## src/hdl/cache_dram_pkg.sv

```systemverilog
`default_nettype none

package cache_dram_pkg;

  localparam int NUM_CACHE      = 2;
  localparam int CACHE_ID_WIDTH = 1;
  localparam int ADDR_WIDTH     = 32;  // Cache side byte address
  localparam int DATA_WIDTH     = 32;
  localparam int BLOCK_WORDS    = 8;
  localparam int BURST_WIDTH    = 64;  // Controller data beat
  localparam int BURST_LEN      = 2;

  localparam int WORDS_PER_BEAT = BURST_WIDTH / DATA_WIDTH;
  localparam int NUM_REQ        = (DATA_WIDTH * BLOCK_WORDS) / (BURST_WIDTH * BURST_LEN);
  localparam int CMD_BYTES      = (BURST_WIDTH * BURST_LEN) / 8;

  localparam int DRAM_ADDR_WIDTH = 26;  // Region owned by one bank
  localparam int APP_ADDR_WIDTH  = DRAM_ADDR_WIDTH + CACHE_ID_WIDTH;

  localparam int RD_OUTSTANDING = 4;
  localparam int RD_BUF_DEPTH   = RD_OUTSTANDING * BURST_LEN;

  // Counter and pointer widths
  localparam int REQ_CNT_WIDTH    = $clog2(NUM_REQ);
  localparam int WORD_SEL_WIDTH   = $clog2(WORDS_PER_BEAT);
  localparam int BEAT_CNT_WIDTH   = $clog2(BURST_LEN);
  localparam int TAG_PTR_WIDTH    = $clog2(RD_OUTSTANDING);
  localparam int RD_BUF_PTR_WIDTH = $clog2(RD_BUF_DEPTH);

  typedef logic [CACHE_ID_WIDTH-1:0] cache_id_t;

  typedef struct packed {
    logic                  write_not_read;
    logic [ADDR_WIDTH-1:0] addr;
  } dma_pkt_t;

  // Encoding as on the controller app port
  typedef enum logic [2:0] {
    app_cmd_write = 3'b000,
    app_cmd_read  = 3'b001
  } app_cmd_e;

endpackage

`default_nettype wire
```

## src/hdl/dram_req_ctrl.sv

```systemverilog
`default_nettype none

module dram_req_ctrl (
  input  logic                                        clk_i,
  input  logic                                        reset_i,
  input  logic                                        arb_v_i,
  input  cache_dram_pkg::dma_pkt_t                    arb_pkt_i,
  input  cache_dram_pkg::cache_id_t                   arb_id_i,
  output logic                                        arb_yumi_o,
  output logic                                        app_en_o,
  input  logic                                        app_rdy_i,
  output cache_dram_pkg::app_cmd_e                    app_cmd_o,
  output logic [cache_dram_pkg::APP_ADDR_WIDTH-1:0]   app_addr_o,
  output logic                                        wr_v_o,
  output cache_dram_pkg::cache_id_t                   wr_id_o,
  input  logic                                        wr_ready_i,
  output logic                                        rd_v_o,
  output cache_dram_pkg::cache_id_t                   rd_id_o,
  input  logic                                        rd_ready_i
);

  typedef enum logic {
    st_idle,
    st_send
  } state_e;

  state_e                                     state_r;
  logic [cache_dram_pkg::REQ_CNT_WIDTH-1:0]   req_cnt_r;  // Commands already taken
  logic [cache_dram_pkg::ADDR_WIDTH-1:0]      addr_r;
  cache_dram_pkg::cache_id_t                  id_r;
  logic                                       write_r;
  logic                                       sending;
  logic                                       cmd_fire;
  logic                                       last_cmd;

  assign sending    = (state_r == st_send);
  assign arb_yumi_o = (state_r == st_idle) & arb_v_i;

  // Hold off the command until the unit that will move its data can take it
  assign app_en_o   = sending & (write_r ? wr_ready_i : rd_ready_i);
  assign app_cmd_o  = (sending & write_r) ? cache_dram_pkg::app_cmd_write
                                          : cache_dram_pkg::app_cmd_read;
  assign app_addr_o = {id_r, addr_r[cache_dram_pkg::DRAM_ADDR_WIDTH-1:0]};  // Bank picks region

  assign cmd_fire = app_en_o & app_rdy_i;
  assign last_cmd = (req_cnt_r == cache_dram_pkg::REQ_CNT_WIDTH'(cache_dram_pkg::NUM_REQ - 1));

  assign wr_v_o  = cmd_fire & write_r;
  assign wr_id_o = id_r;
  assign rd_v_o  = cmd_fire & ~write_r;
  assign rd_id_o = id_r;

  always_ff @(posedge clk_i) begin
    if (reset_i) begin
      state_r   <= st_idle;
      req_cnt_r <= '0;
    end else begin
      case (state_r)
        st_idle: begin
          if (arb_v_i) begin
            state_r   <= st_send;
            req_cnt_r <= '0;
          end
        end
        st_send: begin
          if (cmd_fire) begin
            req_cnt_r <= req_cnt_r + 1'b1;
            if (last_cmd) begin
              state_r <= st_idle;  // Whole block issued
            end
          end
        end
        default: state_r <= st_idle;
      endcase
    end
  end

  always_ff @(posedge clk_i) begin
    if (arb_yumi_o) begin
      addr_r  <= arb_pkt_i.addr;
      id_r    <= arb_id_i;
      write_r <= arb_pkt_i.write_not_read;
    end else if (cmd_fire) begin
      addr_r <= addr_r + cache_dram_pkg::ADDR_WIDTH'(cache_dram_pkg::CMD_BYTES);  // Next group
    end
  end

  a_no_cmd_in_idle: assert property (@(posedge clk_i) disable iff (reset_i)
    (state_r == st_idle) |-> !app_en_o)
    else $error("req_ctrl: command enabled while idle");

endmodule

`default_nettype wire

```

## config.mk

```make
export PLATFORM = sky130hd
export DESIGN_NAME = dram_req_ctrl
export DESIGN_NICKNAME = d
export VERILOG_FILES = /design/src/hdl/cache_dram_pkg.sv /design/src/hdl/dram_req_ctrl.sv
export SDC_FILE = /design/constraint.sdc
export NUM_CORES = 1
export LEC_CHECK = 0
export BUFFER_PORTS_ARGS = -buffer_cell sky130_fd_sc_hd__clkbuf_2
export CAP_MARGIN = 20
export CORE_ASPECT_RATIO = 1.1
export CORE_MARGIN = 8
export CORE_UTILIZATION = 45
export DETAILED_ROUTE_END_ITERATION = 7
export HOLD_SLACK_MARGIN = 0.08
export PLACE_DENSITY = 0.77
export SLEW_MARGIN = 20
export SYNTH_ARGS = -nofsm -noshare
export SYNTH_HDL_FRONTEND = slang
export SYNTH_SLANG_ARGS = --single-unit
export TNS_END_PERCENT = 10
```

## constraint.sdc

```tcl
create_clock -name clk_i -period 2.2 [get_ports clk_i]
set_input_delay 0.11 -clock clk_i [delete_from_list [all_inputs] [get_ports clk_i]]
set_output_delay 0.11 -clock clk_i [all_outputs]
set_load 0.01 [all_outputs]
```

==> impl_metrics.py <==
metrics = {
    "status": {
        "status": "finished, final reports clean",
    },
    "detailed_routing": {
        "wire_per_inst_um": 14.15,
        "vias": 1509,
        "vias_per_cell": 5.081,
        "firstDrtPassIters": 4,
        "drc_errors": 0,
        "ant_nets": 0,
        "drt_iter0_markers": 93,
        "drt-total-wl_mm": 4.204,
    },
    "global_routing": {
        "grt_use_met2_pct": 23.65,
        "grt_overflow": 0,
        "groute.usage.overall_pct": 14.18,
        "grt_pass1_vias": 1449,
        "grt_first_pass_wirelength_mm": 6.472,
        "use_met3_pct": 4.359,
        "antenna_found_initial": 0,
        "grt.busiest_layer": "met2",
        "grtUsageMet1_pct": 15.82,
        "grt_max_degree": 19,
    },
    "logic_synthesis": {
        "yosysTopAreaCell": "edfxtp_1",
        "yosysUniqueCellTypes": 35,
        "synthTopCellsByArea": "edfxtp_1 50%, nand2_1 6.2%, o21ai_0 4.1%",
        "post-synth-top-area-fraction_pct": 49.78,
        "syn_area_mm2": 0.001689,
        "postSynthAreaPerCell_um2": 9.878,
        "syn_inst": 171,
        "ys_ff_latch": 30,
        "yosys_warnings": 0,
        "yosysSeqAreaShare_pct": 52.15,
    },
    "placed_design": {
        "numPortBuffers": 67,
        "gp_congestion": 0.7502,
        "dpl.hpwl_mm": 3.263,
        "postPlaceCellArea_mm2": 0.002083,
        "dp_cells": 286,
    },
    "cts": {
        "cts_tree": "yes",
        "path_clk_slew_ps": 70,
        "cts_resized": 0,
        "numCtsBuffers": 5,
        "htree_levels": 2,
        "clockBufferDepth": 2,
        "cts.sinks": 30,
        "root_buffer": "clkbuf_8",
        "insertion_delay_ps": 280,
    },
    "pwr": {
        "power_w": 0.001523,
        "ir_worst_vdd_uv": 573.2,
        "cellLeakagePower_nw": 0.9117,
        "power_density_mw_per_mm2": 690.8,
    },
    "setup_path": {
        "critPathArrivalTime_ps": 2180,
        "critical_path_class": "reg -> reg",
        "crit_fanout": 12,
        "crit_slowest_cell": "or4_4",
        "crit_chain": "nand3_2, or4_4, or4b_1, a31oi_1",
        "cp-start-kind": "register",
        "end_kind": "register",
        "slowest_delay_ps": 630,
        "worst_ep_required_time_ps": 2330,
    },
    "run": {
        "maxCapViolations": 0,
    },
    "cells_and_area": {
        "layout_common_cells": "67 x clkbuf_2, 28 x nand2_1, 28 x edfxtp_1, 14 x o21ai_0",
        "stdcell_area_mm2": 0.002205,
        "final_cells": 297,
        "nNetsFinal": 287,
        "drive_gt1_share_pct": 35.22,
        "area_growth_pct": 30.52,
        "final_common_cell": "clkbuf_2",
        "diodes": 0,
    },
    "sta": {
        "drv_slew": 0,
        "period_needed_ps": 2050,
        "fin_skew_ps": 5.174,
        "grt_setup_unrepaired": "no",
        "finalCritPeriodShare_pct": 93.20,
        "max_freq_mhz": 487.7,
        "hold_violations": 0,
        "setup_viol": 0,
        "finalSetupTns_ps": 0,
    },
    "die": {
        "core_area_mm2": 0.003626,
        "die-height_um": 80.26,
        "dieArea_mm2": 0.005972,
        "die_w_um": 74.42,
        "ios": 76,
        "start_util_pct": 46.58,
        "rows": 23,
    },
    "min_path": {
        "hold_path.class": "in -> reg",
    },
}
==> report_power, final <==
group | internal, W | switching (W) | total (W)
combinational | 0.000134 | 0.000166 | 0.000300
sequential | 0.000702 | 0.0000610 | 0.000763
clock | 0.000252 | 0.000207 | 0.000459
==> synthesized netlist by cell type, drive strengths merged <==
cell type / count
a21o: 1
a21oi: 3
a221o: 1
a31oi: 6
and2: 6
and3: 4
buf: 5
clkbuf: 5
clkinv: 1
conb: 1
dfxtp: 2
edfxtp: 28
ha: 1
inv: 3
mux2: 1
nand2: 28
nand2b: 1
nand3: 14
nand4: 3
nor2: 12
nor3: 3
nor4: 4
o211ai: 1
o21ai: 14
o31ai: 3
or2: 1
or3: 1
or4: 5
or4b: 1
xnor2: 7
xor2: 5
==> state kept, by name, summed over array words and instances (netlist names) <==
register  flops
sending       1
rd_id_o       1
addr_r       26
write_r       1
last_cmd      1
==> routing by layer <==
layer | wire length, µm | part of all wire, % | up-vias
met1 | 1739 | 41 | 681
li1 | - | - | 767
met3 | 313 | 7.4 | 8
met5 | 0 | 0 | -
met4 | 68 | 1.6 | 0
met2 | 2083 | 50 | 53
==> metrics by stage <==
stage	worst slack, ps	util, %	hold slack, ps
4_1_cts	135.3	60.80	90.94
2_1_floorplan	111.9	-	179.1
5_1_grt	23.10	60.80	104.1
6_report	149.6	60.80	94.07
3_3_place_gp	204.9	57.45	286.8
3_5_place_dp	151.3	57.45	288.5
==> worst paths after layout <==
check                             endpoint  depth (start not counted)  slack (ps)           from
worst min register to register    last_cmd                          2         480       last_cmd
worst max-delay path            addr_r[23]                          4         150     addr_r[13]
worst min-delay path            addr_r[17]                          3          90  arb_pkt_i[17]
worst max register to register  addr_r[23]                          4         150     addr_r[13]
==> worst max-delay path, delay by kind of cell, from the launching register on <==
| kind | cells | cell delay [ps] |
|---|---|---|
| compound gates | 1 | 180 |
| simple gates | 3 | 1310 |
| flops | 1 | 420 |
==> area by class of cell <==
| cell class | instances | area, µm² |
|---|---|---|
| clock buffers | 7 | 86.33 |
| clock inverters | 1 | 5.005 |
| fillers | 345 | 1421 |
| inverters | 4 | 15.01 |
| multi-input cells | 128 | 737.0 |
| flip-flops and latches | 30 | 880.8 |
| well taps | 50 | 62.56 |
| repair buffers | 77 | 417.9 |
==> cells by family after synthesis <==
kind of cell               after synthesis  share of synthesized area, %
buffers and inverters                   14                         4.444
other                                    1                        0.2220
and+or+nand+nor                         83                         25.48
xor gates and xnor gates                12                         6.222
adders and majority gates                1                        0.7406
muxes                                    1                        0.6666
DFF                                     30                         52.15
AOI/OAI and AO/OA                       29                         10.07
==> what timing repair did <==
action | in CTS | in global routing
buffers inserted | 0 | 0
endpoints found under the hold margin | 4 | 0
hold buffers | 3 | 0
Note: power is estimated with default switching activity, not from simulation.
