===== src/hdl/cache_dram_pkg.sv =====
`default_nettype none

package cache_dram_pkg;

  localparam int NUM_CACHE      = 2;
  localparam int CACHE_ID_WIDTH = 1;
  localparam int ADDR_WIDTH     = 32;  // Cache side byte address
  localparam int DATA_WIDTH     = 32;
  localparam int BLOCK_WORDS    = 8;
  localparam int BURST_WIDTH    = 64;  // Controller data beat
  localparam int BURST_LEN      = 2;

  localparam int WORDS_PER_BEAT = BURST_WIDTH / DATA_WIDTH;
  localparam int NUM_REQ        = (DATA_WIDTH * BLOCK_WORDS) / (BURST_WIDTH * BURST_LEN);
  localparam int CMD_BYTES      = (BURST_WIDTH * BURST_LEN) / 8;

  localparam int DRAM_ADDR_WIDTH = 26;  // Region owned by one bank
  localparam int APP_ADDR_WIDTH  = DRAM_ADDR_WIDTH + CACHE_ID_WIDTH;

  localparam int RD_OUTSTANDING = 4;
  localparam int RD_BUF_DEPTH   = RD_OUTSTANDING * BURST_LEN;

  // Counter and pointer widths
  localparam int REQ_CNT_WIDTH    = $clog2(NUM_REQ);
  localparam int WORD_SEL_WIDTH   = $clog2(WORDS_PER_BEAT);
  localparam int BEAT_CNT_WIDTH   = $clog2(BURST_LEN);
  localparam int TAG_PTR_WIDTH    = $clog2(RD_OUTSTANDING);
  localparam int RD_BUF_PTR_WIDTH = $clog2(RD_BUF_DEPTH);

  typedef logic [CACHE_ID_WIDTH-1:0] cache_id_t;

  typedef struct packed {
    logic                  write_not_read;
    logic [ADDR_WIDTH-1:0] addr;
  } dma_pkt_t;

  // Encoding as on the controller app port
  typedef enum logic [2:0] {
    app_cmd_write = 3'b000,
    app_cmd_read  = 3'b001
  } app_cmd_e;

endpackage

`default_nettype wire

===== src/hdl/dram_wr_packer.sv =====
`default_nettype none

module dram_wr_packer (
  input  logic                                                              clk_i,
  input  logic                                                              reset_i,
  input  logic                                                              v_i,
  input  cache_dram_pkg::cache_id_t                                         id_i,
  output logic                                                              ready_o,
  input  logic [cache_dram_pkg::NUM_CACHE-1:0][cache_dram_pkg::DATA_WIDTH-1:0] dma_data_i,
  input  logic [cache_dram_pkg::NUM_CACHE-1:0]                              dma_data_v_i,
  output logic [cache_dram_pkg::NUM_CACHE-1:0]                              dma_data_yumi_o,
  output logic                                                              app_wdf_wren_o,
  input  logic                                                              app_wdf_rdy_i,
  output logic [cache_dram_pkg::BURST_WIDTH-1:0]                            app_wdf_data_o,
  output logic                                                              app_wdf_end_o
);

  logic                                        q_v_r;  // One pending write command
  cache_dram_pkg::cache_id_t                   q_id_r;
  logic [cache_dram_pkg::BURST_WIDTH-1:0]      beat_r;
  logic                                        beat_full_r;
  logic [cache_dram_pkg::WORD_SEL_WIDTH-1:0]   word_cnt_r;
  logic [cache_dram_pkg::BEAT_CNT_WIDTH-1:0]   beat_cnt_r;
  logic                                        collect;
  logic                                        word_take;
  logic                                        last_word;
  logic                                        last_beat;
  logic                                        beat_sent;

  assign ready_o = ~q_v_r;
  assign collect = q_v_r & ~beat_full_r;

  always_comb begin
    for (int i = 0; i < cache_dram_pkg::NUM_CACHE; i++) begin
      dma_data_yumi_o[i] = collect & dma_data_v_i[i] &
                           (q_id_r == cache_dram_pkg::cache_id_t'(i));
    end
  end

  assign word_take = |dma_data_yumi_o;
  assign last_word = (word_cnt_r ==
                      cache_dram_pkg::WORD_SEL_WIDTH'(cache_dram_pkg::WORDS_PER_BEAT - 1));
  assign last_beat = (beat_cnt_r ==
                      cache_dram_pkg::BEAT_CNT_WIDTH'(cache_dram_pkg::BURST_LEN - 1));

  assign app_wdf_wren_o = beat_full_r;
  assign app_wdf_data_o = beat_r;
  assign app_wdf_end_o  = beat_full_r & last_beat;
  assign beat_sent      = app_wdf_wren_o & app_wdf_rdy_i;

  always_ff @(posedge clk_i) begin
    if (reset_i) begin
      q_v_r       <= 1'b0;
      beat_full_r <= 1'b0;
      word_cnt_r  <= '0;
      beat_cnt_r  <= '0;
    end else begin
      if (v_i) begin
        q_v_r <= 1'b1;
      end else if (beat_sent && last_beat) begin
        q_v_r <= 1'b0;  // Command finished
      end
      if (word_take) begin
        word_cnt_r <= last_word ? '0 : word_cnt_r + 1'b1;
        if (last_word) begin
          beat_full_r <= 1'b1;
        end
      end else if (beat_sent) begin
        beat_full_r <= 1'b0;
      end
      if (beat_sent) begin
        beat_cnt_r <= last_beat ? '0 : beat_cnt_r + 1'b1;
      end
    end
  end

  always_ff @(posedge clk_i) begin
    if (v_i) begin
      q_id_r <= id_i;
    end
    if (word_take) begin
      beat_r[word_cnt_r*cache_dram_pkg::DATA_WIDTH +: cache_dram_pkg::DATA_WIDTH] <=
        dma_data_i[q_id_r];  // Low word first
    end
  end

  a_yumi_onehot: assert property (@(posedge clk_i) disable iff (reset_i)
    $onehot0(dma_data_yumi_o))
    else $error("wr_packer: more than one bank consumed");

endmodule

`default_nettype wire


===== config.mk =====
export PLATFORM = sky130hd
export DESIGN_NAME = dram_wr_packer
export DESIGN_NICKNAME = d
export VERILOG_FILES = /design/src/hdl/cache_dram_pkg.sv /design/src/hdl/dram_wr_packer.sv
export SDC_FILE = /design/constraint.sdc
export NUM_CORES = 1
export LEC_CHECK = 0
export ABC_AREA = 1
export BUFFER_PORTS_ARGS = -buffer_cell sky130_fd_sc_hd__buf_2
export CORE_MARGIN = 2
export CORE_UTILIZATION = 40
export CTS_BUF_LIST = sky130_fd_sc_hd__clkbuf_2
export CTS_CLUSTER_SIZE = 16
export DETAILED_ROUTE_END_ITERATION = 12
export PLACE_DENSITY = 0.79
export SYNTH_ARGS = -nofsm -noshare
export SYNTH_HDL_FRONTEND = slang
export SYNTH_SLANG_ARGS = --single-unit

===== constraint.sdc =====
create_clock -name clk_i -period 3.25 [get_ports clk_i]
set_clock_uncertainty 0.1 [all_clocks]
set_input_delay 0.325 -clock clk_i [delete_from_list [all_inputs] [get_ports clk_i]]
set_output_delay 0.325 -clock clk_i [all_outputs]
set_load 0.02 [all_outputs]

==> results.cfg, run 1 <==
[timing]
finalCritPeriodShare_pct = 68.6
period_needed_ns = 2.23
relSlewSlack_pct = 31.9
fin_ws_ns = 1.02
tightest_slew_ns = 1.02
finalHoldWorstSlack_ns = 0.0496
finalHoldViolCount = 0
max_freq_mhz = 449
rsz0062_at_grt = no
slew_viol_final = 0
finalSetupViolations = 0
fin_tns_setup_ns = 0

[power]
combPwrFrac_pct = 15.9
seq_power_share_pct = 58.0
power.total_mw = 1.81
power.internal_mw = 1.32
p_sw_mw = 0.488
clockPowerShare_pct = 26.2
ir_drop_v = 0.000186
p_leak_nw = 1.72
power_density_nw_per_um2 = 482
swShare_pct = 27.0

[logic_synthesis]
synth_cell_type_count = 17
yosysWarningCount = 0
synth-seq-cells = 69
synth_top_cell_area_share_pct = 69.1
synth_cells = 207
netlist_area_sq_um = 2820
synth_top_area_cell = edfxtp_1
synthTopCellsByArea = edfxtp_1, mux2i_1, nor2_1, dfxtp_1, buf_8
seq_area_frac_synth_pct = 72.0
avgSynthCellArea_sq_um = 13.6
syn-num-nets = 278

[floorplan]
die_h_um = 88.0
die_area_sq_um = 7740
initial_utilization_pct = 41.5
pin_count = 140
core_sq_um = 6790
die-width_um = 88.0
rows = 30

[cts]
cts-root-buf = clkbuf_2
cts_buffers = 9
cts-hold-fix-buffers = 4
clock_path_buffers = 2
clk_pin_slew_ns = 0.19
cts_num_sinks = 69
cts_resized = 0
clock_latency_ns = 0.49
cts_tree = yes
post-cts-setup-buffers = 0
h-tree-depth = 3

[setup_path]
crit_required_ns = 3.36
critPathMaxFanout = 17
cp-start-kind = flop
crit_arrival_ns = 2.34
path_class = reg -> reg
cp-end-kind = flop

[finish]
drive_above_1_share_pct = 46.4
area_growth_pct = 33.0
fillCellCount = 600
final_nets = 426
finalNonFillerCells = 456
diodes = 0

[detailed_routing]
ant_nets = 0
wl_um = 6370
route.detailed.drc = 0
drt_iter0_drc = 46
wire_per_inst_um = 14.0
vias = 2066
drt-pass1-iter-count = 4
vias_per_cell = 4.53

[place]
dp_slack_ns = 0.970
numPortBuffers = 139
dp_cells = 436
gp_congestion = 0.709
hpwl_um = 4600

[global_routing]
gr-total-overflow = 0
grt_pass1_vias = 2121
grt_max_degree = 33
antenna_found_initial = 0
grt_pass1_wl_um = 9610
grtUsageTotal_pct = 16.9

[status]
status = finished, final reports clean

[worst_hold_path]
hp-class = in -> reg

[flow_run]
cap_violations = 0
-- cell type report --
cell class	count	area [sq um]	area share, %
Clock buffer	11	55.1	1.47
Clock inverter	5	51.3	1.37
Inverter	10	37.5	1.00
Multi-Input combinational cell	117	673	17.9
Sequential cell	69	2030	54.1
Tap cell	96	120	3.20
Timing Repair Buffer	148	786	20.9
-- per-layer routing --
layer | part of all wire (%) | routed length [um] | global-route usage, %
met1 | 41 | 2600 | 19.2
met2 | 51 | 3230 | 29.2
met3 | 6.3 | 402 | 3.30
met4 | 2.2 | 140 | 10.8
met5 | 0 | 0 | 0
-- placed cells by master, fill, tap and decap left out, types with 2 or more instances in the layout --
| master | instances |
|---|---|
| buf_2 | 139 |
| nor2_1 | 67 |
| edfxtp_1 | 65 |
| mux2i_1 | 32 |
| clkbuf_2 | 11 |
| inv_1 | 9 |
| nand2_1 | 6 |
| nand2_2 | 4 |
| dfxtp_1 | 4 |
| dlygate4sd3_1 | 4 |
| buf_4 | 4 |
| nor2_2 | 2 |
| o21ai_0 | 2 |
| a21oi_1 | 2 |
| clkinv_2 | 2 |
-- metrics by stage --
stage          util, %  instance area [sq um]
2_1_floorplan        -                   2820
3_3_place_gp      53.1                   3610
3_5_place_dp      53.1                   3610
4_1_cts           55.3                   3750
5_1_grt           55.3                   3750
6_report          55.3                   3750
-- final timing paths --
check,from,to,slack [ns],depth (start not counted)
setup / recovery,q_id_r,app_wdf_data_o[60],1.02,8
hold / removal,dma_data_i[25],app_wdf_data_o[57],0.05,3
setup reg to reg,q_id_r,app_wdf_data_o[60],1.02,8
hold reg to reg,beat_cnt_r,beat_cnt_r,0.38,2
-- synth_stat cells --
cell type / count
buf_6: 1
clkbuf_1: 2
nand2_1: 6
nor2_2: 2
buf_2: 4
a21oi_1: 3
nand2_2: 4
mux2i_1: 32
dfxtp_1: 4
buf_4: 1
edfxtp_1: 65
buf_8: 3
o21ai_0: 2
inv_2: 1
nor2_1: 67
inv_1: 9
nand3_1: 1
-- power by group through the flow --
stage | logic (mW) | clock network, mW | registers, mW
after floorplan | 0.139 | 0 | 1.11
after global placement | 0.278 | 0 | 1.07
after detailed placement | 0.289 | 0 | 1.07
after CTS | 0.293 | 0.484 | 1.05
after global routing | 0.315 | 0.525 | 1.05
final | 0.287 | 0.473 | 1.05
-- sequential cells by signal, indices dropped and copies added (netlist names) --
signal and flops:
app_wdf_wren_o 1, beat_cnt_r 1, q_v_r 1, q_id_r 1, last_word 1, app_wdf_data_o 64
-- worst max-delay path, cell delays in order, from the launching register on --
cell	delay, ns
edfxtp_1	0.38
buf_4	0.29
nand2_2	0.08
inv_2	0.06
nand2_2	0.09
nand2_2	0.11
nand2_1	0.07
inv_1	0.54
buf_12	0.24
-- cell families after synthesis --
| group | synth area share, % |
|---|---|
| AO/OA/AOI/OAI | 0.886 |
| buffers and inverters | 4.57 |
| flip-flops | 72.0 |
| multiplexers | 11.3 |
| AND/OR/NAND/NOR | 11.2 |
(Power assumes the default switching activity.)
==> run 2: changes to the inputs <==
Settings changed: PLACE_DENSITY 0.79 to 0.82.
Clock period 3.25 ns to 1.8 ns, I/O delays scaled along.
==> results.cfg, run 2 (synthesis results as in run 1) <==
[status]
status = finished, final reports clean

[power]
p_leak_nw = 2.02
ir_drop_v = 0.000425
power.total_mw = 3.42
power_density_nw_per_um2 = 766

[setup_path]
critPathMaxFanout = 4
critPathMaxStageDelay_ns = 0.52
cp-end-kind = output pin
slowest_stage = edfxtp_1
cp-start-kind = flop
critPathTopFamily = flip-flops
crit_required_ns = 1.52
crit_chain = nor2_4, nand2_2, inv_1, buf_4
path_class = reg -> out
crit_arrival_ns = 1.44
critPathBufInv = 2

[finish]
final_nets = 496
drive_above_1_share_pct = 41.2
largest_reg_flops = 64
area_growth_pct = 58.2
final_common_cell = buf_2
diodes = 0
multi_input_area_sq_um = 688
mostFrequentLayoutCells = buf_2, dlygate4sd3_1, nor2_1
final-seq-area_sq_um = 2030
fillCellCount = 504

[cts]
clk_pin_slew_ns = 0.19
clock_latency_ns = 0.48
cts-root-buf = clkbuf_2
cts_num_sinks = 69
cts_tree = yes
cts_buffers = 9
h-tree-depth = 3
clock_path_buffers = 2

[timing]
period_needed_ns = 1.72
rsz0062_at_grt = no
finalHoldViolCount = 0
finalSetupViolations = 0
tightest_slew_ns = 0.346
slew_viol_final = 0
max_freq_mhz = 582
finalCritPeriodShare_pct = 95.5
fin_tns_setup_ns = 0
relSlewSlack_pct = 76.9

[place]
gp_congestion = 0.726
numPortBuffers = 139
hpwl_um = 4450

[flow_run]
cap_violations = 0

[detailed_routing]
vias_per_cell = 4.58
ant_nets = 0
vias = 2407
route.detailed.drc = 0
wl_um = 8000
drt_iter0_drc = 77
wire_per_inst_um = 15.2
drt-pass1-iter-count = 4

[floorplan]
initial_utilization_pct = 41.5
die_area_sq_um = 7740
rows = 30
pin_count = 140
die_h_um = 88.0
core_sq_um = 6790
die-width_um = 88.0

[global_routing]
grt_pass1_vias = 2530
gr-total-overflow = 0
antenna_found_initial = 0
grt_pass1_wl_um = 11700
grt_max_degree = 28
grtUsageTotal_pct = 20.5

[worst_hold_path]
hp-class = in -> reg
[run 2: cell count changes in the layout (fill, tap and decap cells not counted), sizes merged]
cell	change
dlygate4sd3	+64
inv	-1
buf	+6
clkinvlp	+1
[run 2: metrics by stage]
step                      hold slack, ns  util [%]  cell area (sq um)  setup slack, ns  instances
after CTS                         0.0636      65.5               4450           0.0161        525
after detailed placement           0.275      53.9               3660           0.0570        441
after floorplan                    0.179         -               2850           0.0160        207
after global placement             0.259      53.9               3660            0.130        441
final                             0.0609      65.7               4470           0.0818        526
after global routing               0.104      65.7               4470          0.00323        526
[run 2: per-layer routing]
layer	GRT usage [%]	wire length, um	vias up	share of wire, %
li1	-	-	1145	-
met1	20.2	2880	1122	36
met2	38.8	4340	115	54
met3	4.71	483	25	6.0
met4	11.7	286	0	3.6
met5	0	0	-	0
[run 2: repair_timing]
| action | 4_1_cts | 5_1_grt |
|---|---|---|
| hold buffers | 68 | 0 |
| buffers inserted | 0 | 1 |
| gates resized for setup | 0 | 3 |
| hold endpoints to repair | 70 | 0 |
| endpoints found under the setup margin | 0 | 4 |
[run 2: power breakdown]
part	switching [mW]	internal, mW	total, mW
Combinational	0.368	0.309	0.676
Sequential	0.0235	1.86	1.89
Clock	0.537	0.324	0.861
Total	0.928	2.50	3.42
[run 2: path summary, 6_finish.rpt]
path | slack (ns) | from | cells after the start | end
setup / recovery | 0.08 | q_id_r | 4 | dma_data_yumi_o[0]
hold / removal | 0.06 | dma_data_v_i[1] | 7 | app_wdf_wren_o
setup reg to reg | 0.08 | q_id_r | 6 | app_wdf_data_o[34]
hold reg to reg | 0.39 | beat_cnt_r | 2 | beat_cnt_r
[run 2: worst reg2reg max path, stage by stage, from the launching register on]
cell and delay (ns):
edfxtp_1 0.52, nor2_4 0.12, nand2_2 0.11, nand2_2 0.11, nand2_2 0.07, clkinvlp_4 0.07, buf_4 0.28
[run 2: cell type report]
| cell class | instances | share of cell area [%] |
|---|---|---|
| clock inverter | 5 | 1.15 |
| tap | 96 | 2.69 |
| clock buffer | 11 | 1.23 |
| timing repair buffer | 218 | 33.1 |
| sequential | 69 | 45.5 |
| inverter | 10 | 0.924 |
| multi-input combinational | 117 | 15.4 |
