## src/hdl/cache_dram_pkg.sv

```systemverilog
`default_nettype none

package cache_dram_pkg;

  localparam int NUM_CACHE      = 2;
  localparam int CACHE_ID_WIDTH = 1;
  localparam int ADDR_WIDTH     = 32;  // Cache side byte address
  localparam int DATA_WIDTH     = 32;
  localparam int BLOCK_WORDS    = 8;
  localparam int BURST_WIDTH    = 64;  // Controller data beat
  localparam int BURST_LEN      = 2;

  localparam int WORDS_PER_BEAT = BURST_WIDTH / DATA_WIDTH;
  localparam int NUM_REQ        = (DATA_WIDTH * BLOCK_WORDS) / (BURST_WIDTH * BURST_LEN);
  localparam int CMD_BYTES      = (BURST_WIDTH * BURST_LEN) / 8;

  localparam int DRAM_ADDR_WIDTH = 26;  // Region owned by one bank
  localparam int APP_ADDR_WIDTH  = DRAM_ADDR_WIDTH + CACHE_ID_WIDTH;

  localparam int RD_OUTSTANDING = 4;
  localparam int RD_BUF_DEPTH   = RD_OUTSTANDING * BURST_LEN;

  // Counter and pointer widths
  localparam int REQ_CNT_WIDTH    = $clog2(NUM_REQ);
  localparam int WORD_SEL_WIDTH   = $clog2(WORDS_PER_BEAT);
  localparam int BEAT_CNT_WIDTH   = $clog2(BURST_LEN);
  localparam int TAG_PTR_WIDTH    = $clog2(RD_OUTSTANDING);
  localparam int RD_BUF_PTR_WIDTH = $clog2(RD_BUF_DEPTH);

  typedef logic [CACHE_ID_WIDTH-1:0] cache_id_t;

  typedef struct packed {
    logic                  write_not_read;
    logic [ADDR_WIDTH-1:0] addr;
  } dma_pkt_t;

  // Encoding as on the controller app port
  typedef enum logic [2:0] {
    app_cmd_write = 3'b000,
    app_cmd_read  = 3'b001
  } app_cmd_e;

endpackage

`default_nettype wire
```

## src/hdl/dram_rd_unpacker.sv

```systemverilog
`default_nettype none

module dram_rd_unpacker (
  input  logic                                                               clk_i,
  input  logic                                                               reset_i,
  input  logic                                                               v_i,
  input  cache_dram_pkg::cache_id_t                                          id_i,
  output logic                                                               ready_o,
  input  logic                                                               app_rd_data_valid_i,
  input  logic [cache_dram_pkg::BURST_WIDTH-1:0]                             app_rd_data_i,
  input  logic                                                               app_rd_data_end_i,
  output logic [cache_dram_pkg::NUM_CACHE-1:0][cache_dram_pkg::DATA_WIDTH-1:0] dma_data_o,
  output logic [cache_dram_pkg::NUM_CACHE-1:0]                               dma_data_v_o,
  input  logic [cache_dram_pkg::NUM_CACHE-1:0]                               dma_data_ready_i
);

  cache_dram_pkg::cache_id_t                    tag_mem [cache_dram_pkg::RD_OUTSTANDING];
  logic [cache_dram_pkg::TAG_PTR_WIDTH-1:0]     tag_wptr_r;
  logic [cache_dram_pkg::TAG_PTR_WIDTH-1:0]     tag_rptr_r;
  logic [cache_dram_pkg::TAG_PTR_WIDTH:0]       tag_cnt_r;
  logic [cache_dram_pkg::BURST_WIDTH:0]         beat_mem [cache_dram_pkg::RD_BUF_DEPTH];  // End on top
  logic [cache_dram_pkg::RD_BUF_PTR_WIDTH-1:0]  buf_wptr_r;
  logic [cache_dram_pkg::RD_BUF_PTR_WIDTH-1:0]  buf_rptr_r;
  logic [cache_dram_pkg::RD_BUF_PTR_WIDTH:0]    buf_cnt_r;
  logic [cache_dram_pkg::WORD_SEL_WIDTH-1:0]    word_sel_r;  // Half of head beat to send
  logic [cache_dram_pkg::BURST_WIDTH:0]         head_beat;
  cache_dram_pkg::cache_id_t                    head_tag;
  logic                                         buf_v;
  logic                                         word_fire;
  logic                                         beat_pop;
  logic                                         tag_pop;

  assign ready_o   = (tag_cnt_r !=
                      (cache_dram_pkg::TAG_PTR_WIDTH + 1)'(cache_dram_pkg::RD_OUTSTANDING));
  assign head_beat = beat_mem[buf_rptr_r];
  assign head_tag  = tag_mem[tag_rptr_r];
  assign buf_v     = (buf_cnt_r != '0);

  assign word_fire = buf_v & dma_data_ready_i[head_tag];
  assign beat_pop  = word_fire & (word_sel_r ==
                     cache_dram_pkg::WORD_SEL_WIDTH'(cache_dram_pkg::WORDS_PER_BEAT - 1));
  assign tag_pop   = beat_pop & head_beat[cache_dram_pkg::BURST_WIDTH];  // Command complete

  always_comb begin
    for (int i = 0; i < cache_dram_pkg::NUM_CACHE; i++) begin
      dma_data_o[i]   = head_beat[word_sel_r*cache_dram_pkg::DATA_WIDTH +:
                                  cache_dram_pkg::DATA_WIDTH];
      dma_data_v_o[i] = buf_v & (head_tag == cache_dram_pkg::cache_id_t'(i));
    end
  end

  always_ff @(posedge clk_i) begin
    if (v_i) begin
      tag_mem[tag_wptr_r] <= id_i;
    end
    if (app_rd_data_valid_i) begin
      beat_mem[buf_wptr_r] <= {app_rd_data_end_i, app_rd_data_i};
    end
  end

  always_ff @(posedge clk_i) begin
    if (reset_i) begin
      tag_wptr_r <= '0;
      tag_rptr_r <= '0;
      tag_cnt_r  <= '0;
      buf_wptr_r <= '0;
      buf_rptr_r <= '0;
      buf_cnt_r  <= '0;
      word_sel_r <= '0;
    end else begin
      tag_wptr_r <= tag_wptr_r + v_i;
      tag_rptr_r <= tag_rptr_r + tag_pop;
      tag_cnt_r  <= tag_cnt_r + v_i - tag_pop;
      buf_wptr_r <= buf_wptr_r + app_rd_data_valid_i;
      buf_rptr_r <= buf_rptr_r + beat_pop;
      buf_cnt_r  <= buf_cnt_r + app_rd_data_valid_i - beat_pop;
      if (word_fire) begin
        word_sel_r <= beat_pop ? '0 : word_sel_r + 1'b1;
      end
    end
  end

  a_beat_has_tag: assert property (@(posedge clk_i) disable iff (reset_i)
    app_rd_data_valid_i |-> (tag_cnt_r != '0))
    else $error("rd_unpacker: read beat with no outstanding command");

  a_buf_no_overflow: assert property (@(posedge clk_i) disable iff (reset_i)
    (app_rd_data_valid_i && (buf_cnt_r == cache_dram_pkg::RD_BUF_DEPTH)) |-> beat_pop)
    else $error("rd_unpacker: beat buffer overflow");

endmodule

`default_nettype wire

```

## config.mk

```make
export PLATFORM = sky130hd
export DESIGN_NAME = dram_rd_unpacker
export DESIGN_NICKNAME = d
export VERILOG_FILES = /design/src/hdl/cache_dram_pkg.sv /design/src/hdl/dram_rd_unpacker.sv
export SDC_FILE = /design/constraint.sdc
export NUM_CORES = 1
export LEC_CHECK = 0
export BUFFER_PORTS_ARGS = -buffer_cell sky130_fd_sc_hd__buf_2
export CAP_MARGIN = 5
export CELL_PAD_IN_SITES_DETAIL_PLACEMENT = 1
export CELL_PAD_IN_SITES_GLOBAL_PLACEMENT = 1
export CORE_MARGIN = 2
export CORE_UTILIZATION = 33
export CTS_CLUSTER_SIZE = 16
export DETAILED_ROUTE_END_ITERATION = 16
export PLACE_DENSITY_LB_ADDON = 0.1
export SETUP_SLACK_MARGIN = 0.5
export SLEW_MARGIN = 20
export SYNTH_ARGS = -nofsm -noshare
export SYNTH_HDL_FRONTEND = slang
export SYNTH_SLANG_ARGS = --single-unit
```

## constraint.sdc

```tcl
create_clock -name clk_i -period 8.3 [get_ports clk_i]
set_input_delay 1.66 -clock clk_i [delete_from_list [all_inputs] [get_ports clk_i]]
set_output_delay 1.66 -clock clk_i [all_outputs]
set_load 0.05 [all_outputs]
```

==> impl_results.md, run 1 <==
* Status: finished clean
* DRC violations left at 0
* Layout cell share with drive strength beyond 1 at 37.4%
* Post-synthesis adder-cell area fraction at 0.730%
* Area contributors post-synth: edfxtp_1 (75%), mux4_2 (16%), mux4_1 (2.3%), dfxtp_1 (1.7%), buf_4 (1.1%)
* Post-Synthesis Cells at 860
* Setup violations, final at 0
* Final ANT Viol Nets at 0
* Synth warn at 0
* Tightest Pin Transition at 969 ps
* Register bit total from synthesis at 542
* Clock-pin slew on the worst setup and hold paths at 60 ps
* Mapped Nets at 943
* Post-CTS Setup Inserts at 0
* Die W at 256 um
* Die Y at 256 um
* Final Skew at 13.7 ps
* Global-route wire length before repair at 69.6 mm
* Tcrit/Tclk final at 63.3%
* Worst-skew pair later-pin latency at 600 ps
* Power, Total at 6.61 mW
* Worst setup margin at 3050 ps
* Leading area contributor after synthesis: edfxtp_1
* Maximum root-to-sink buffer count at 3
* Synth Area per Inst at 24.3 um2
* Input/output buffers at 138
* Post-synthesis mux area share at 18.1%
* Setup crit end kind: primary output
* Final hold viol count at 0
* Hold Crit Class: reg2reg
* CTS Hold Bufs at 0
* Routed wire per std cell at 24.2 um
* Row cnt at 92
* H-tree depth at 2
* Routability Congestion at 0.643
* Fin. max-slew vios at 0
* Area grow syn2layout at 15.9%
* Worst relative slew slack at 35.4%
* Vias per std cell at 4.81
* Simple-Gate Fraction of Synth Area at 1.29%
* Core area at 62900 um2
* XOR/XNOR Fraction of Synth Area at 0.335%
* Compound-Gate Fraction of Synth Area at 0.179%
* Drt pass-1 iters at 4
* MaxCap Viol Count at 0
* IO Count at 139
* DP Worst Slack at 3580 ps
* Post-layout util at 38.6%
* DRT Wirelength at 46.0 mm
* VDD IR max at 0.190 mV
* Top cell type's share of synthesized area at 75.2%
* Nets at 1089
* Root buffer cell: clkbuf_16
* Setup crit start kind: flop
* Total clock sinks at 542
* Pwr dens at 273 nW/um2
* Pleak at 7.59 nW
* Critical Path Max Stage Delay at 780 ps
* Worst-path fanout max at 34
* Critical Path, Cell by Cell: buf_4 > mux4_1 > mux4_2 > buf_2
* Via count at 9156
* Number of DRC markers in iteration 0 at 573
* CP Class: reg2out
* Fmax at 0.190 GHz
* CTS buffer count at 59
* Initial antenna violation count at 7
* Arr. time, crit path at 3590 ps
* Post-CTS resize count at 0
* Gr ovfl total at 0
* Number of global-route vias before repair at 10100
* Critical Path RT at 6640 ps
* All-Layer GR Usage at 14.3%
* Die ar. at 65400 um2
* Netlist cell types at 36
* Hpwl dp at 24.5 mm
* Sequential share of the synthesized area at 76.9%
* TritonCTS clock tree: built
* Max stage delay cell, worst path: dfxtp_4
* RSZ-0062 raised after global routing: false
* Setup TNS after final layout at 0 ps
* Post-Syn Area at 20900 um2
* Starting density of the core at 33.3%
* Final Critical Period at 5250 ps
* Main combinational cell family by area after synthesis: multiplexers
* Largest net degree at the start of global routing at 75
final timing paths:
check                 from              to  slack [ps]  cells past startpoint
max          buf_rptr_r[0]  dma_data_o[53]        3050                      4
min           tag_cnt_r[2]    tag_cnt_r[2]         530                      2
max reg2reg  buf_rptr_r[0]    tag_cnt_r[2]        4290                     11
min reg2reg   tag_cnt_r[2]    tag_cnt_r[2]         530                      2
through the flow:
stage,cell area (um2),hold WS [ps],std cells
after floorplan,20900,477,860
after global routing,24200,606,1902
after CTS,24200,533,1902
after global placement,22400,493,1790
after detailed placement,22400,520,1791
final,24200,534,1903
per-layer routing:
layer  wire length [um]  vias up  part of all wire, %  GRT usage, %
met5                 51        -                 0.11             0
met4                702        8                  1.5          3.10
met3               1960       66                  4.3          3.14
met2              23600      170                   51          24.7
met1              19700     4973                   43          18.6
li1                   -     3939                    -             -
synthesized netlist by cell type:
cell type  count
ha_1           9
mux4_1        18
mux2_1         1
buf_12         1
buf_1         11
mux4_2       145
buf_4         32
or3b_2         1
nor3b_1        2
xor2_1         2
buf_6         10
inv_1          4
and2_1         1
o21ai_0        3
nand2b_1       4
mux2_2         1
nor3_1         2
and3b_1        1
xnor2_1        6
mux2i_4        1
clkbuf_1      11
edfxtp_1     524
fa_1           2
nor2_1        18
nor4_1         1
nor3_2         1
dfxtp_1       18
nor2b_1       10
nand2_1        4
buf_2          6
a21oi_1        3
mux2i_1        1
nor4b_1        1
and3_1         1
a21o_1         1
or3_1          3
where the power goes:
part | leakage [nW] | switching, mW | internal [mW]
Combinational | 1.80 | 0.684 | 0.344
Sequential | 4.91 | 0.0507 | 3.08
Clock | 0.881 | 1.04 | 1.41
Total | 7.59 | 1.77 | 4.84
registers in the layout, indices dropped and copies added (netlist names):
register and flops:
beat_mem 520, buf_cnt_r 4, tag_mem 4, buf_rptr_r 3, buf_wptr_r 3, tag_cnt_r 3
tag_rptr_r 2, tag_wptr_r 2, word_sel_r 1
layout make-up:
class	count	area (um2)
antenna	1	2.50
clock buffer	82	1570
clock inverter	29	221
fill	5981	38600
inverter	4	15.0
multi-input combinational	243	4380
sequential	542	16100
tap	846	1060
timing repair buffer	156	883
cells in the final DEF, fill, tap and decap left out, types with 2 or more instances in the layout:
master / Yosys / final
a21oi_1: 3 / 3
buf_12: 1 / 3
buf_2: 6 / 138
buf_4: 32 / 14
bufinv_16: 0 / 3
clkbuf_1: 11 / 22
clkbuf_16: 0 / 59
clkinv_1: 0 / 11
clkinv_2: 0 / 11
dfxtp_1: 18 / 14
dfxtp_4: 0 / 3
edfxtp_1: 524 / 524
fa_1: 2 / 2
ha_1: 9 / 9
inv_1: 4 / 4
inv_6: 0 / 3
mux4_1: 18 / 18
mux4_2: 145 / 145
nand2_1: 4 / 4
nand2b_1: 4 / 4
nor2_1: 18 / 12
nor2_4: 0 / 6
nor2b_1: 10 / 10
nor3_2: 1 / 3
nor3b_1: 2 / 2
o21ai_0: 3 / 3
or3_1: 3 / 3
xnor2_1: 6 / 6
xor2_1: 2 / 2
cells by family (layout without fill, tap and decap cells):
kind of cell,Yosys count,in the layout
and+or+nand+nor,50,50
adders and majority gates,11,11
AOI/OAI and AO/OA,7,7
DFF,542,542
other,0,1
buffers and inverters,75,271
xor gates and xnor gates,8,8
muxes,167,167
critical path: cells and delay by family (launching register included):
kind	cells	cell delay, ps
multiplexers	2	1200
buffers and inverters	2	920
flip-flops	1	780
No activity file was read; power rests on OpenSTA's default activity.
==> inputs of run 2 (changes only) <==
Clock period 8.3 ns to 5.4 ns, I/O delays scaled along.
==> run 2 against run 1 <==
Sequential share of layout area shrank 0.42 points. Combinational power up 52%. Total power increased by 56%. Clock skew fell by 4.2 ps. Clock power increased by 59%. Via count increased by 0.98%. Wire length is 0.63% lower. Sequential power grew 54%. Worst hold slack gained 1.7 ps. Final cell count grew 0.21%. Largest cell class unchanged. Highest routed layer unchanged.
==> impl_results.md, run 2 (same netlist as run 1, synthesis figures left out) <==
* CTS buffer count at 60 (was 59)
* Die ar. at 65400 um2 (unchanged)
* Switching pwr at 2.75 mW (was 1.77 mW)
* Hold_ws at 536 ps (was 534 ps)
* CP Class: reg2out (unchanged)
* Input/output buffers at 138 (unchanged)
* Row cnt at 92 (unchanged)
* Number of DRC markers in iteration 0 at 572 (was 573)
* MaxCap Viol Count at 0 (unchanged)
* Commonest non-fill, non-tap cells in the layout: edfxtp_1 (524), mux4_2 (145), buf_2 (138) (unchanged)
* CP delay by family, top: multiplexers (unchanged)
* VDD IR max at 0.239 mV (was 0.190 mV)
* Fill cells at 5995 (was 5981)
* Dpl cell area at 22500 um2 (was 22400 um2)
* Largest register FFs at 520 (unchanged)
* Largest net degree at the start of global routing at 68 (was 75)
* Worst-path fanout max at 54 (was 34)
* Gate power share at 15.2% (was 15.5%)
* Fin. max-slew vios at 0 (unchanged)
* Final hold viol count at 0 (unchanged)
* DRC violations left at 0 (unchanged)
* Hold Crit Class: reg2reg (unchanged)
* Switching share of power at 26.7% (was 26.8%)
* Setup violations, final at 0 (unchanged)
* Nets at 1096 (was 1089)
* Sequential share of power at 47.0% (was 47.4%)
* Pleak at 7.66 nW (was 7.59 nW)
* CTS Hold Bufs at 0 (unchanged)
* Post-layout util at 38.8% (was 38.6%)
* Largest regs: beat_mem (520), buf_cnt_r (4), tag_mem (4) (unchanged)
* Design area at 24400 um2 (was 24200 um2)
* Setup crit end kind: primary output (unchanged)
* IO Count at 139 (unchanged)
* Worst-skew pair later-pin latency at 610 ps (was 600 ps)
* Final Critical Period at 4250 ps
* Biggest register: beat_mem (unchanged)
* Critical Path, Cell by Cell: buf_12 > mux4_1 > mux4_2 > buf_2 (was buf_4 > mux4_1 > mux4_2 > buf_2)
* Final ANT Viol Nets at 0 (unchanged)
* Setup crit start kind: flop (unchanged)
* Starting density of the core at 33.3% (unchanged)
* Final Skew at 9.46 ps (was 13.7 ps)
* All-Layer GR Usage at 14.2% (was 14.3%)
* Max stage delay cell, worst path: dfxtp_4 (unchanged)
* Hpwl dp at 24.7 mm (was 24.5 mm)
* Critical Path RT at 4320 ps (was 6640 ps)
* TritonCTS clock tree: built (unchanged)
* Worst relative slew slack at 35.7% (was 35.4%)
* DRT Wirelength at 45.7 mm (was 46.0 mm)
* Gr ovfl total at 0 (unchanged)
* Antenna Cells at 0 (was 1)
* Post-CTS Setup Inserts at 0 (unchanged)
* Core area at 62900 um2 (unchanged)
* Status: finished clean (unchanged)
* Routability Congestion at 0.647 (was 0.643)
* Sequential Area at 16100 um2 (unchanged)
* Layout cell share with drive strength beyond 1 at 38.4% (was 37.4%)
* Drt pass-1 iters at 4 (unchanged)
* Proportion of power drawn by the clock network at 37.8% (was 37.0%)
* Critical Path Max Stage Delay at 650 ps (was 780 ps)
* Arr. time, crit path at 3170 ps (was 3590 ps)
* CP bufs+invs at 2 (unchanged)
* Clock-pin slew on the worst setup and hold paths at 60 ps (about the same)
* Pwr dens at 422 nW/um2 (was 273 nW/um2)
* Int Power at 7.55 mW (was 4.84 mW)
* H-tree depth at 2 (unchanged)
* Die W at 256 um (unchanged)
* Fmax at 0.235 GHz
* Die Y at 256 um (unchanged)
* Maximum root-to-sink buffer count at 3 (unchanged)
* Initial antenna violation count at 8 (was 7)
* Total clock sinks at 542 (unchanged)
* Post-CTS resize count at 0 (unchanged)
* Multi-input gate area at 4390 um2 (was 4380 um2)
* Via count at 9246 (was 9156)
* Global-route wire length before repair at 69.1 mm (was 69.6 mm)
* Tightest Pin Transition at 961 ps (was 969 ps)
* Most common cell after layout, fill and taps aside: edfxtp_1 (unchanged)
* RSZ-0062 raised after global routing: false (unchanged)
* Area grow syn2layout at 16.6% (was 15.9%)
* Tcrit/Tclk final at 78.7%
* Vias per std cell at 4.85 (was 4.81)
* Setup TNS after final layout at 0 ps (unchanged)
* Routed wire per std cell at 24.0 um (was 24.2 um)
* Root buffer cell: clkbuf_16 (unchanged)
* Number of global-route vias before repair at 10400 (was 10100)
## run 2: layout make-up
type	instances	area share, %
tap	846	4.34
inverter	4	0.0616
sequential	542	66.0
clock buffer	76	6.57
clock inverter	34	1.08
timing repair buffer	162	3.91
multi-input combinational	243	18.0
## run 2: final timing paths
path	from	end	slack (ps)	cells after the start
worst max-delay path	buf_rptr_r[0]	dma_data_o[2]	1150	4
worst min-delay path	tag_cnt_r[2]	tag_cnt_r[2]	540	2
worst max register to register	buf_rptr_r[0]	tag_cnt_r[2]	2130	11
worst min register to register	tag_cnt_r[2]	tag_cnt_r[2]	540	2
## run 2: routing by layer
metal,global-route usage [%],vias to the layer above,part of all wire (%)
li1,-,3958,-
met5,0,-,0.20
met2,24.2,150,50
met4,3.82,14,2.1
met3,3.18,84,3.9
met1,18.4,5040,43
## run 2: worst min-delay path, delay by kind of cell, from the launching register on
family / cells / cell delay (ps)
flops: 1 / 350
xor+xnor: 1 / 80
simple gates: 1 / 80
## run 2: power groups by stage
stage / Sequential [mW] / Combinational [mW] / Clock [mW]
3_3_place_gp: 4.94 / 1.59 / 0
4_1_cts: 4.85 / 1.60 / 4.03
5_1_grt: 4.86 / 1.67 / 4.17
6_report: 4.84 / 1.57 / 3.89
3_5_place_dp: 4.94 / 1.60 / 0
2_1_floorplan: 4.86 / 1.35 / 0
## run 2: through the flow
step / instances / total power, mW / setup slack (ps)
6_report: 1907 / 10.3 / 1150
3_5_place_dp: 1797 / 6.54 / 1710
2_1_floorplan: 860 / 6.21 / 985
5_1_grt: 1907 / 10.7 / 950
3_3_place_gp: 1796 / 6.53 / 1720
4_1_cts: 1907 / 10.5 / 1030
==> inputs of run 3 (changes only) <==
Clock period 5.4 ns to 4.1 ns, I/O delays scaled along.
==> run 3 against run 2 <==
Die area stayed put. Combinational power is 60% higher. Critical endpoint is now dma_data_o[36]. Critical path depth is 2 higher. Clock power is 30% higher. Worst setup slack worse by 620 ps. Sequential power is 31% higher. Largest power group unchanged. Critical path type unchanged. Sequential share of layout area is 2.0 points lower. Final cell count is 1.3% higher. Total power is 35% higher. Core utilization is 1.2 points higher. Largest cell class unchanged.
==> impl_results.md, run 3 (same netlist as run 1, synthesis figures left out) <==
* Status: finished clean (unchanged)
* Initial antenna violation count at 7 (was 8)
* Tcrit/Tclk final at 87.1%
* Global-route wire length before repair at 71.9 mm (was 69.1 mm)
* Routability Congestion at 0.664 (was 0.647)
* Die Y at 256 um (unchanged)
* Starting density of the core at 33.3% (unchanged)
* VDD IR max at 0.276 mV (was 0.239 mV)
* Setup violations, final at 0 (unchanged)
* Reg-to-reg startpoint: buf_rptr_r[0] (unchanged)
* Maximum root-to-sink buffer count at 3 (unchanged)
* H-tree depth at 2 (unchanged)
* Final ANT Viol Nets at 0 (unchanged)
* Fmax at 0.280 GHz
* Worst-skew pair later-pin latency at 630 ps (was 610 ps)
* CTS buffer count at 61 (was 60)
* TritonCTS clock tree: built (unchanged)
* FF-to-FF path depth at 13 (was 11)
* Final hold viol count at 0 (unchanged)
* Largest regs: beat_mem (520), buf_cnt_r (4), tag_mem (4) (unchanged)
* Row cnt at 92 (unchanged)
* Largest net degree at the start of global routing at 50 (was 68)
* Antenna Cells at 0 (unchanged)
* IO Count at 139 (unchanged)
* All-Layer GR Usage at 15.0% (was 14.2%)
* Core area at 62900 um2 (unchanged)
* Final Skew at 21.4 ps (was 9.46 ps)
* Critical Path RT at 3280 ps (was 4320 ps)
* Tightest Pin Transition at 813 ps (was 961 ps)
* Drt pass-1 iters at 4 (unchanged)
* HP Start: id_i (was tag_cnt_r[2])
* Hold Crit Class: in2reg (was reg2reg)
* Input/output buffers at 138 (unchanged)
* Final Critical Period at 3570 ps
* DP Cell Count at 1804 (was 1797)
* Largest register FFs at 520 (unchanged)
* Min-Delay Path Depth at 1 (was 2)
* MaxCap Viol Count at 0 (unchanged)
* Fin. max-slew vios at 0 (unchanged)
* Number of global-route vias before repair at 10500 (was 10400)
* Nets at 1124 (was 1096)
* Vias per std cell at 4.84 (was 4.85)
* Pwr dens at 552 nW/um2 (was 422 nW/um2)
* Most common cell after layout, fill and taps aside: edfxtp_1 (unchanged)
* Fill cells at 5937 (was 5995)
* Layout cell share with drive strength beyond 1 at 39.6% (was 38.4%)
* Multi-input gate area at 4380 um2 (was 4390 um2)
* Number of DRC markers in iteration 0 at 505 (was 572)
* Worst Hold End: tag_mem[2] (was tag_cnt_r[2])
* Routed wire per std cell at 24.8 um (was 24.0 um)
* Worst-path fanout max at 7 (was 54)
* Setup crit start kind: flop (unchanged)
* Hold_ws at 433 ps (was 536 ps)
* DRT Wirelength at 47.9 mm (was 45.7 mm)
* RSZ-0062 raised after global routing: true (was false)
* Setup crit end kind: primary output (unchanged)
* Pleak at 7.95 nW (was 7.66 nW)
* Commonest non-fill, non-tap cells in the layout: edfxtp_1 (524), mux4_2 (149), buf_2 (89) (was edfxtp_1 (524), mux4_2 (145), buf_2 (138))
* Sequential Area at 16100 um2 (unchanged)
* Total clock sinks at 542 (unchanged)
* Gr ovfl total at 0 (unchanged)
* Biggest register: beat_mem (unchanged)
* Arr. time, crit path at 2750 ps (was 3170 ps)
* Clock-pin slew on the worst setup and hold paths at 60 ps (about the same)
* Hpwl dp at 25.5 mm (was 24.7 mm)
* Worst relative slew slack at 45.8% (was 35.7%)
* Reg-to-reg critical path endpoint: tag_cnt_r[2] (unchanged)
* CP Class: reg2out (unchanged)
* Root buffer cell: clkbuf_16 (unchanged)
* Reg2Reg Setup Slack at 900 ps (was 2130 ps)
* Fin cells at 1932 (was 1907)
* Die ar. at 65400 um2 (unchanged)
* Die W at 256 um (unchanged)
* Via count at 9342 (was 9246)
* DRC violations left at 0 (unchanged)
* Area grow syn2layout at 20.3% (was 16.6%)
==> run 3: how the worst max path moves through the flow <==
stage / startpoint / end / slack [ps] / depth (start not counted)
finish: buf_rptr_r[0] / dma_data_o[36] / 530 / 6
global placement: buf_rptr_r[0] / dma_data_o[13] / 920 / 5
floorplan: app_rd_data_valid_i / beat_mem[4][0] / -50 / 2
detailed placement: buf_rptr_r[0] / dma_data_o[56] / 900 / 5
global route: buf_rptr_r[0] / dma_data_o[36] / 430 / 6
CTS: buf_rptr_r[0] / dma_data_o[36] / 440 / 6
==> run 3: stage by stage <==
step	instance area (um2)	power, mW	util [%]	setup slack (ps)	setup TNS [ps]
2_1_floorplan	20900	8.18	-	-53.7	-16670
3_3_place_gp	22600	8.62	36.0	916	0
3_5_place_dp	22600	8.64	36.0	900	0
4_1_cts	25000	14.0	39.8	437	0
5_1_grt	25200	14.4	40.0	431	0
6_report	25200	13.9	40.0	529	0
==> run 3: worst max-delay path, stage by stage, from the launching register on <==
cell,delay [ps]
dfxtp_4,460
buf_12,170
buf_12,110
buf_16,110
mux4_2,490
mux4_2,580
buf_8,200
==> run 3: final cells by class <==
type,instances,share of cell area [%]
Tap cell,846,4.21
Clock buffer,83,6.51
Sequential cell,542,64.0
Multi-Input combinational cell,243,17.4
Clock inverter,25,0.751
Timing Repair Buffer,189,7.09
Inverter,4,0.0597
==> run 3: repair_timing <==
| item | in CTS | in global routing |
|---|---|---|
| hold buffers | 0 | 0 |
| endpoints found under the setup margin | 62 | 43 |
| gates resized for setup | 91 | 35 |
| setup buffers | 11 | 1 |
| gates cloned | 6 | 2 |
==> run 3: routing by layer <==
layer  vias up  track usage [%]  wire length [um]  part of all wire (%)
met5         -                0                96                  0.20
met4        14             3.74               950                   2.0
met3        75             3.38              2180                   4.6
met2       156             24.3             23400                    49
met1      5084             20.4             21300                    44
li1       4013                -                 -                     -
==> run 3: where the power goes <==
part | switching, mW | internal (mW)
logic | 1.49 | 1.02
registers | 0.0926 | 6.24
clock network | 2.15 | 2.90
